### src/rtl/rmw_isa_pkg.sv
package rmw_isa_pkg;

  // register address, sixteen architectural registers
  typedef logic [3:0] reg_t;

  // datapath word
  typedef logic [31:0] word_t;

  // immediate carried alongside each instruction
  typedef logic [31:0] imm_t;

  // opcode encoding
  // unlisted codes execute as a move of operand 0
  typedef enum logic [3:0] {
    OP_AND  = 4'h0,
    OP_NOT  = 4'h1,
    OP_OR   = 4'h2,
    OP_XOR  = 4'h3,
    OP_ADD  = 4'h4,
    OP_SUB  = 4'h5,
    OP_MOV0 = 4'h6,
    OP_MOV1 = 4'h7,
    OP_MOVI = 4'h8
  } opcode_t;

  // instruction word, 16 bits
  // ra[0] and ra[1] are the two source registers
  typedef struct packed {
    reg_t [1:0] ra;
    reg_t       wa;
    opcode_t    op;
  } inst_t;

endpackage
### src/rtl/rmw_pipe_pkg.sv
package rmw_pipe_pkg;

  // input port payload, 48 bits
  typedef struct packed {
    rmw_isa_pkg::inst_t inst;
    rmw_isa_pkg::imm_t  imm;
  } rmw_req_t;

  // writeback bundle, 36 bits
  // shared by the output port and the register file write port
  typedef struct packed {
    rmw_isa_pkg::reg_t  wa;
    rmw_isa_pkg::word_t wdata;
  } wb_t;

  // per-stage record, 112 bits
  // rdata holds the two source operands as read from the register file
  typedef struct packed {
    rmw_isa_pkg::inst_t       inst;
    rmw_isa_pkg::imm_t        imm;
    rmw_isa_pkg::word_t [1:0] rdata;
  } stage_t;

endpackage

### src/rtl/rmw_top.sv
`timescale 1ns/1ns

module rmw_top #(
    parameter int QUEUE_DEPTH = 16
) (
    input  logic                   clk
  , input  logic                   rst
  , input  logic                   in_valid
  , output logic                   in_ready
  , input  rmw_pipe_pkg::rmw_req_t in_req
  , output logic                   out_valid
  , input  logic                   out_ready
  , output rmw_pipe_pkg::wb_t      out_wb
);
  import rmw_isa_pkg::*;
  import rmw_pipe_pkg::*;

  // queue head to pipeline
  logic        q_valid;
  logic        q_ready;
  rmw_req_t    q_req;

  // register file read side
  logic [1:0]  rf_ren;
  reg_t [1:0]  rf_ra;
  word_t [1:0] rf_rdata;

  // register file write side
  logic        rf_wen;
  wb_t         rf_wr;

  inst_queue #(
      .QUEUE_DEPTH (QUEUE_DEPTH)
  ) u_queue (
      .clk      (clk)
    , .rst      (rst)
    , .in_valid (in_valid)
    , .in_ready (in_ready)
    , .in_req   (in_req)
    , .q_valid  (q_valid)
    , .q_ready  (q_ready)
    , .q_req    (q_req)
  );

  rmw_pipe u_pipe (
      .clk       (clk)
    , .rst       (rst)
    , .q_valid   (q_valid)
    , .q_ready   (q_ready)
    , .q_req     (q_req)
    , .rf_ren    (rf_ren)
    , .rf_ra     (rf_ra)
    , .rf_rdata  (rf_rdata)
    , .rf_wen    (rf_wen)
    , .rf_wr     (rf_wr)
    , .out_valid (out_valid)
    , .out_ready (out_ready)
    , .out_wb    (out_wb)
  );

  reg_file u_rf (
      .clk   (clk)
    , .rst   (rst)
    , .ren   (rf_ren)
    , .ra    (rf_ra)
    , .rdata (rf_rdata)
    , .wen   (rf_wen)
    , .wr    (rf_wr)
  );

endmodule

### src/rtl/rmw_pipe.sv
`timescale 1ns/1ns

module rmw_pipe (
    input  logic                          clk
  , input  logic                          rst
  , input  logic                          q_valid
  , output logic                          q_ready
  , input  rmw_pipe_pkg::rmw_req_t        q_req
  , output logic [1:0]                    rf_ren
  , output rmw_isa_pkg::reg_t [1:0]       rf_ra
  , input  rmw_isa_pkg::word_t [1:0]      rf_rdata
  , output logic                          rf_wen
  , output rmw_pipe_pkg::wb_t             rf_wr
  , output logic                          out_valid
  , input  logic                          out_ready
  , output rmw_pipe_pkg::wb_t             out_wb
);
  import rmw_isa_pkg::*;
  import rmw_pipe_pkg::*;

  // stage valid bits
  logic        s1_valid;
  logic        s2_valid;
  logic        s3_valid;

  // stage payloads
  rmw_req_t    s1_r;
  rmw_req_t    s2_r;
  wb_t         s3_r;

  // s2 record with operands straight from the register file
  stage_t      s2;

  // resolved operands and execute result
  word_t [1:0] opnd;
  word_t       result;

  // single global stall from output back-pressure
  logic        stall;
  logic        s1_adv;
  logic        s2_adv;
  logic        q_fire;

  // only a waiting result in s3 holds the pipe
  // bubbles in s1 and s2 hold along with it
  assign stall   = s3_valid & ~out_ready;

  assign q_ready = ~stall;
  assign q_fire  = q_valid & q_ready;
  assign s1_adv  = s1_valid & ~stall;
  assign s2_adv  = s2_valid & ~stall;

  // s1 issues the register read as it moves into s2
  // data lands in the register file output one cycle later
  assign rf_ren  = {2{s1_adv}};
  assign rf_ra   = s1_r.inst.ra;

  // assemble the s2 record
  always_comb
  begin
    s2.inst  = s2_r.inst;
    s2.imm   = s2_r.imm;
    s2.rdata = rf_rdata;
  end

  operand_bypass u_bypass (
      .s2       (s2)
    , .s3_valid (s3_valid)
    , .s3_wb    (s3_r)
    , .opnd     (opnd)
  );

  rmw_alu u_alu (
      .op     (s2_r.inst.op)
    , .imm    (s2_r.imm)
    , .opnd   (opnd)
    , .result (result)
  );

  // s3 drives the output port
  assign out_valid = s3_valid;
  assign out_wb    = s3_r;

  // commit happens exactly on the output handshake
  assign rf_wen    = out_valid & out_ready;
  assign rf_wr     = s3_r;

  // valid bits
  // all stages hold together under stall
  always_ff @(posedge clk)
  begin
    if (rst)
    begin
      s1_valid <= 1'b0;
      s2_valid <= 1'b0;
      s3_valid <= 1'b0;
    end
    else if (!stall)
    begin
      s1_valid <= q_valid;
      s2_valid <= s1_valid;
      s3_valid <= s2_valid;
    end
  end

  // payload registers
  // loaded only when a valid entry advances
  always_ff @(posedge clk)
  begin
    if (q_fire)
      s1_r <= q_req;
    if (s1_adv)
      s2_r <= s1_r;
    if (s2_adv)
    begin
      s3_r.wa    <= s2_r.inst.wa;
      s3_r.wdata <= result;
    end
  end

  // a pending writeback neither drops nor changes until taken
  a_out_hold : assert property (
    @(posedge clk) disable iff (rst)
    (out_valid && !out_ready) |=> (out_valid && $stable(out_wb))
  );

endmodule

### src/rtl/operand_bypass.sv
`timescale 1ns/1ns

module operand_bypass (
    input  rmw_pipe_pkg::stage_t     s2
  , input  logic                     s3_valid
  , input  rmw_pipe_pkg::wb_t        s3_wb
  , output rmw_isa_pkg::word_t [1:0] opnd
);

  // per-operand hit on the s3 destination
  logic [1:0] hit;

  // s3 holds the only result not yet in the register file
  // anything older was written before s2 read it or via write-first
  always_comb
  begin
    for (int i = 0; i < 2; i++)
    begin
      hit[i] = s3_valid && (s3_wb.wa == s2.inst.ra[i]);
    end
  end

  always_comb
  begin
    for (int i = 0; i < 2; i++)
    begin
      if (hit[i])
        opnd[i] = s3_wb.wdata;
      else
        opnd[i] = s2.rdata[i];
    end
  end

endmodule

### src/rtl/rmw_alu.sv
`timescale 1ns/1ns

module rmw_alu (
    input  rmw_isa_pkg::opcode_t     op
  , input  rmw_isa_pkg::imm_t        imm
  , input  rmw_isa_pkg::word_t [1:0] opnd
  , output rmw_isa_pkg::word_t       result
);
  import rmw_isa_pkg::*;

  always_comb
  begin
    case (op)
      OP_AND:
        result = opnd[0] & opnd[1];
      OP_NOT:
        result = ~opnd[0];
      OP_OR:
        result = opnd[0] | opnd[1];
      OP_XOR:
        result = opnd[0] ^ opnd[1];
      // add and sub wrap at 32 bits
      OP_ADD:
        result = opnd[0] + opnd[1];
      OP_SUB:
        result = opnd[0] - opnd[1];
      OP_MOV0:
        result = opnd[0];
      OP_MOV1:
        result = opnd[1];
      // immediate load ignores both sources
      OP_MOVI:
        result = imm;
      // unknown opcodes behave as mov0
      default:
        result = opnd[0];
    endcase
  end

endmodule

### src/rtl/reg_file.sv
`timescale 1ns/1ns

module reg_file (
    input  logic                          clk
  , input  logic                          rst
  , input  logic [1:0]                    ren
  , input  rmw_isa_pkg::reg_t [1:0]       ra
  , output rmw_isa_pkg::word_t [1:0]      rdata
  , input  logic                          wen
  , input  rmw_pipe_pkg::wb_t             wr
);
  import rmw_isa_pkg::*;

  localparam int NUM_REGS = 2 ** $bits(reg_t);

  word_t mem [NUM_REGS];

  // write port
  // every register starts at zero
  always_ff @(posedge clk)
  begin
    if (rst)
    begin
      for (int i = 0; i < NUM_REGS; i++)
        mem[i] <= '0;
    end
    else if (wen)
    begin
      mem[wr.wa] <= wr.wdata;
    end
  end

  // registered read ports
  // output only moves when enabled so a stalled consumer keeps its operands
  always_ff @(posedge clk)
  begin
    if (rst)
    begin
      rdata <= '0;
    end
    else
    begin
      for (int i = 0; i < 2; i++)
      begin
        if (ren[i])
        begin
          // write-first on an address collision
          if (wen && (wr.wa == ra[i]))
            rdata[i] <= wr.wdata;
          else
            rdata[i] <= mem[ra[i]];
        end
      end
    end
  end

endmodule

### src/rtl/inst_queue.sv
`timescale 1ns/1ns

module inst_queue #(
    parameter int QUEUE_DEPTH = 16
) (
    input  logic                   clk
  , input  logic                   rst
  , input  logic                   in_valid
  , output logic                   in_ready
  , input  rmw_pipe_pkg::rmw_req_t in_req
  , output logic                   q_valid
  , input  logic                   q_ready
  , output rmw_pipe_pkg::rmw_req_t q_req
);
  import rmw_pipe_pkg::*;

  localparam int AW = $clog2(QUEUE_DEPTH);

  // storage, no reset needed
  rmw_req_t     mem [QUEUE_DEPTH];

  // pointers with an extra wrap bit on top
  logic [AW:0]  wr_ptr_r;
  logic [AW:0]  rd_ptr_r;
  logic [AW:0]  rd_ptr_w;
  logic [AW:0]  used;

  logic         wr_en;
  logic         rd_en;
  logic         full;
  logic         empty_r;

  // full when indices match but wrap bits differ
  assign full     = (wr_ptr_r[AW] != rd_ptr_r[AW]) &&
                    (wr_ptr_r[AW-1:0] == rd_ptr_r[AW-1:0]);
  assign in_ready = ~full;
  assign wr_en    = in_valid & in_ready;

  // head becomes visible one cycle after the write
  assign q_valid  = ~empty_r;
  assign q_req    = mem[rd_ptr_r[AW-1:0]];
  assign rd_en    = q_valid & q_ready;

  assign rd_ptr_w = rd_en ? rd_ptr_r + 1'b1 : rd_ptr_r;

  // occupancy, only watched by the checks below
  assign used     = wr_ptr_r - rd_ptr_r;

  always_ff @(posedge clk)
  begin
    if (rst)
    begin
      wr_ptr_r <= '0;
      rd_ptr_r <= '0;
      empty_r  <= 1'b1;
    end
    else
    begin
      if (wr_en)
        wr_ptr_r <= wr_ptr_r + 1'b1;
      rd_ptr_r <= rd_ptr_w;
      // compared against the old write pointer
      // so a fresh entry shows up a cycle later and a pop is seen at once
      empty_r  <= (rd_ptr_w == wr_ptr_r);
    end
  end

  always_ff @(posedge clk)
  begin
    if (wr_en)
      mem[wr_ptr_r[AW-1:0]] <= in_req;
  end

  // never more entries held than slots
  a_no_overflow : assert property (
    @(posedge clk) disable iff (rst) used <= QUEUE_DEPTH
  );

  // registered empty flag must never let a pop through on an empty queue
  a_no_underflow : assert property (
    @(posedge clk) disable iff (rst) rd_en |-> (rd_ptr_r != wr_ptr_r)
  );

endmodule

### config.mk
export PLATFORM = sky130hd
export DESIGN_NAME = rmw_top
export DESIGN_NICKNAME = d
export VERILOG_FILES = /design/src/rtl/rmw_isa_pkg.sv /design/src/rtl/rmw_pipe_pkg.sv /design/src/rtl/rmw_top.sv /design/src/rtl/rmw_pipe.sv /design/src/rtl/operand_bypass.sv /design/src/rtl/rmw_alu.sv /design/src/rtl/reg_file.sv /design/src/rtl/inst_queue.sv
export SDC_FILE = /design/constraint.sdc
export NUM_CORES = 2
export LEC_CHECK = 0
export BUFFER_PORTS_ARGS = -buffer_cell sky130_fd_sc_hd__buf_2
export CORE_MARGIN = 2
export CORE_UTILIZATION = 40
export CTS_CLUSTER_SIZE = 25
export DETAILED_ROUTE_END_ITERATION = 10
export SLEW_MARGIN = 30
export SYNTH_ARGS = -nofsm -noshare
export SYNTH_HDL_FRONTEND = slang
export SYNTH_SLANG_ARGS = --single-unit
export TNS_END_PERCENT = 20
### constraint.sdc
create_clock -name clk -period 4.7 [get_ports clk]
set_input_delay 0.235 -clock clk [delete_from_list [all_inputs] [get_ports clk]]
set_output_delay 0.235 -clock clk [all_outputs]
set_load 0.1 [all_outputs]
==> results.py <==
metrics = {
    "detailed_routing": {
        "drtIter0Drc": 4047,
        "drt_pass1_iterations": 7,
        "viasPerCell": 5.88,
        "final_antenna_net_count": 0,
        "drt_wl_total_um": 195000,
        "detailed_route_wire_length_per_cell_um": 29.9,
        "drt_drc_violations_left": 0,
        "detailroute.via_count": 38404,
    },
    "clock_network": {
        "cts_tree": "built",
        "cts.reportedPaths.clkPinSlew_ns": 0.06,
        "clock_tree.buffer_depth": 3,
        "cts.sinks": 1490,
        "clock_insertion_delay_worst_skew_ns": 0.81,
        "number_of_levels_the_h_tree_was_split_into": 4,
        "cts_root_buffer": "sky130_fd_sc_hd__clkbuf_16",
        "numCtsBuffers": 153,
    },
    "logic_synthesis": {
        "synth-seq-cells": 1490,
        "ys_seq_area_share_pct": 63.9,
        "yosysTopAreaCell": "sky130_fd_sc_hd__edfxtp_1",
        "synth_cells": 3983,
        "postSynth.topFlopCell": "sky130_fd_sc_hd__edfxtp_1",
        "synth_cell_type_count": 70,
        "synthesis.nets": 4134,
        "async_reset_ff_share_pct": 0,
        "synth_top_area_share_pct": 61.7,
        "syn-cell-area_um2": 68800,
        "syn_area_per_cell_um2": 17.3,
        "edff_count_synth": 1412,
        "synthesis.yosys.warnings": 0,
        "synth_top_cells_by_area": "sky130_fd_sc_hd__edfxtp_1, sky130_fd_sc_hd__mux4_2, sky130_fd_sc_hd__and2_1",
    },
    "global_routing": {
        "antenna_found_initial": 16,
        "grt_usage_pct": 22.4,
        "grt_start_max_net_pins": 119,
        "first_pass_grt_wire_length_um": 282000,
        "globalRoute.totalOverflow": 0,
        "first_global_vias": 38814,
    },
    "timing": {
        "slew-limit-headroom_pct": 27.5,
        "final_max_slew_viol_count": 0,
        "final-setup-viol-count": 0,
        "fmax_ghz": 0.225,
        "timing.final.ws_setup_ns": 0.248,
        "rsz0062_at_grt": "yes",
        "final-hold-violation-count": 0,
        "fin_crit_ns": 4.45,
        "worst_slew_pin_slew_ns": 1.08,
        "clock_skew_ns": 0.0290,
        "tns_ns": 0,
        "layout_worst_path_cycle_share_pct": 94.7,
    },
    "place": {
        "place.gp.congestion": 0.892,
        "io_buffers": 89,
        "dpl_worst_slack_ns": 0.00921,
        "hpwl_um": 115000,
    },
    "setup_path": {
        "data_required_time_of_the_critical_path_ns": 5.22,
        "startpoint": "u_pipe.out_wb[3]",
        "cp_data_arrival_time_ns": 4.97,
        "ff2ff_path_depth": 18,
        "r2r-end": "u_pipe.out_wb[20]",
        "cp-start-kind": "register",
        "crit_fanout": 3,
        "criticalPathCategory": "reg2reg",
        "critical_path.endpoint": "u_pipe.out_wb[20]",
        "endpoint_kind": "register",
        "reg2reg_setup_slack_ns": 0.25,
        "rr_startpoint": "u_pipe.out_wb[3]",
    },
    "run_status": {
        "outcome": "finished, final reports clean",
    },
    "die": {
        "die_w_um": 419,
        "die_h_um": 419,
        "initial_core_util_pct": 40.2,
        "top_level_ports": 90,
        "fp.dieArea_um2": 175000,
        "design.core.area_um2": 171000,
        "num_rows": 152,
    },
    "power": {
        "power_leakage_nw": 26.1,
        "vdd_ir_drop_max_mv": 0.387,
        "power_density_nw_per_um2": 505,
    },
    "final_layout": {
        "finish.utilization_pct": 45.8,
        "share_of_layout_cells_above_drive_strength_1_pct": 27.8,
        "finalNetCount": 4319,
        "leading_cell_type_in_the_layout_fill_and_taps_excluded": "sky130_fd_sc_hd__edfxtp_1",
        "number_of_filler_instances_in_the_final_layout": 14562,
        "area_delta_synth_final_pct": 14.1,
        "most_frequent_cells_in_the_layout": "sky130_fd_sc_hd__edfxtp_1, sky130_fd_sc_hd__mux4_2, sky130_fd_sc_hd__and2_1",
    },
    "min_path": {
        "holdCritPathClass": "in2reg",
        "timing.hold.worst_path_depth": 4,
    },
    "flow_run": {
        "drv_cap": 0,
    },
}
==> where the power goes <==
group	total (mW)	switching (mW)	internal [mW]	leakage, nW
clock network	11.8	5.21	6.60	2.36
registers	15.9	0.550	15.4	14.1
logic	11.9	6.53	5.36	9.64
total	39.6	12.3	27.3	26.1
==> area by class of cell <==
type	count	area, um^2	share of cell area, %
Antenna cell	6	15.0	0.0191
Inverter	73	274	0.349
Timing Repair Buffer	359	2950	3.76
Sequential cell	1490	44000	56.1
Multi-Input combinational cell	2091	23600	30.1
Clock inverter	78	622	0.793
Tap cell	2233	2790	3.56
Clock buffer	196	4180	5.33
==> worst min path at each step <==
stage,end,slack (ns),start
6_report,u_pipe.s2_valid,0.05,out_ready
5_1_grt,u_pipe.s2_valid,0.03,out_ready
4_1_cts,u_pipe.s2_valid,0.005,out_ready
3_5_place_dp,u_pipe.s2[67],0.40,u_pipe.s1_r[3]
3_3_place_gp,u_pipe.s2[76],0.40,u_pipe.s1_r[12]
2_1_floorplan,u_queue.mem[0][0],0.33,in_req[0]
==> layer usage <==
metal	vias to the layer above	wire length [um]	global-route usage, %
met5	-	95	0
met4	14	6150	7.01
met3	303	13500	3.86
met2	1466	96100	37.1
met1	20384	79600	30.1
li1	16237	-	-
==> synthesized netlist by cell type, types with 6 or more instances <==
library cell                number
sky130_fd_sc_hd__nand2_1        76
sky130_fd_sc_hd__edfxtp_1     1412
sky130_fd_sc_hd__and2_1        502
sky130_fd_sc_hd__a221o_1         6
sky130_fd_sc_hd__mux2i_1       125
sky130_fd_sc_hd__a31oi_1         7
sky130_fd_sc_hd__o22ai_1         8
sky130_fd_sc_hd__a22oi_1        11
sky130_fd_sc_hd__buf_2          21
sky130_fd_sc_hd__or2_2          22
sky130_fd_sc_hd__nor2_1        152
sky130_fd_sc_hd__nor4_1          7
sky130_fd_sc_hd__buf_1          45
sky130_fd_sc_hd__xnor2_1        72
sky130_fd_sc_hd__o21ai_0        57
sky130_fd_sc_hd__a221oi_1       28
sky130_fd_sc_hd__nand4_1        10
sky130_fd_sc_hd__a21oi_1        70
sky130_fd_sc_hd__clkbuf_1      262
sky130_fd_sc_hd__o2111ai_1       9
sky130_fd_sc_hd__ha_1           98
sky130_fd_sc_hd__a211oi_1       72
sky130_fd_sc_hd__mux4_2        560
sky130_fd_sc_hd__mux2_2          9
sky130_fd_sc_hd__o211ai_1       14
sky130_fd_sc_hd__inv_1          72
sky130_fd_sc_hd__a2111oi_0       6
sky130_fd_sc_hd__a21o_1         20
sky130_fd_sc_hd__o221ai_1       16
sky130_fd_sc_hd__dfxtp_1        78
sky130_fd_sc_hd__o31ai_1         6
sky130_fd_sc_hd__xor2_1         17
sky130_fd_sc_hd__nor3_1         32
sky130_fd_sc_hd__nand3_1        10
sky130_fd_sc_hd__nor2b_1         8
==> metrics by stage <==
stage                     total power [mW]  hold WS [ns]  instance area (um^2)  cells
after floorplan                       24.1         0.334                 68800   3983
after global placement                27.9         0.402                 73000   6193
after detailed placement              28.0         0.405                 73000   6195
after CTS                             39.8       0.00546                 78300   6519
after global routing                  41.2        0.0306                 78400   6524
final                                 39.6        0.0461                 78400   6526
==> registers in the layout, summed over array words and instances (netlist names) <==
register	cells
u_pipe.s2	48
u_pipe.rf_ra	8
u_queue.mem	768
u_pipe.out_valid	1
u_rf.mem	512
u_pipe.out_wb	36
u_queue.rd_ptr_r	5
u_pipe.s1_valid	1
u_rf.rdata	64
u_pipe.s1_r	40
u_queue.wr_ptr_r	5
u_queue.empty_r	1
u_pipe.s2_valid	1
==> what timing repair did <==
| action | CTS | global route |
|---|---|---|
| endpoints found under the setup margin | 0 | 19 |
| hold endpoints to repair | 782 | 0 |
| hold buffers | 50 | 0 |
| setup buffers | 0 | 1 |
| resized for setup | 0 | 24 |
==> cell families (layout without fill, tap and decap cells) <==
kind of cell	count (synthesis)	after routing	share of synthesized area [%]
AO/OA/AOI/OAI	356	356	3.59
XOR/XNOR	90	90	1.16
adder cells (fa/ha/maj)	99	99	1.81
buffers and inverters	402	706	2.23
flip-flops	1490	1490	63.9
multiplexers	695	695	20.3
other	0	6	0
AND/OR/NAND/NOR	851	851	6.95
==> critical path: stages (launching register included) <==
cell	delay, ns
sky130_fd_sc_hd__edfxtp_1	0.38
sky130_fd_sc_hd__or4_4	0.56
sky130_fd_sc_hd__or3_4	0.37
sky130_fd_sc_hd__mux2i_2	0.22
sky130_fd_sc_hd__nand2_1	0.08
sky130_fd_sc_hd__nand2_1	0.09
sky130_fd_sc_hd__o21ai_0	0.15
sky130_fd_sc_hd__o21ai_1	0.18
sky130_fd_sc_hd__xnor2_1	0.14
sky130_fd_sc_hd__ha_1	0.29
sky130_fd_sc_hd__a21o_1	0.21
sky130_fd_sc_hd__a21oi_1	0.13
sky130_fd_sc_hd__o21ai_1	0.11
sky130_fd_sc_hd__a2111oi_2	0.37
sky130_fd_sc_hd__a21o_1	0.18
sky130_fd_sc_hd__o21ai_0	0.16
sky130_fd_sc_hd__o22ai_1	0.19
sky130_fd_sc_hd__xor2_1	0.19
sky130_fd_sc_hd__o221ai_1	0.15
No activity file was read; power rests on OpenSTA's default activity.
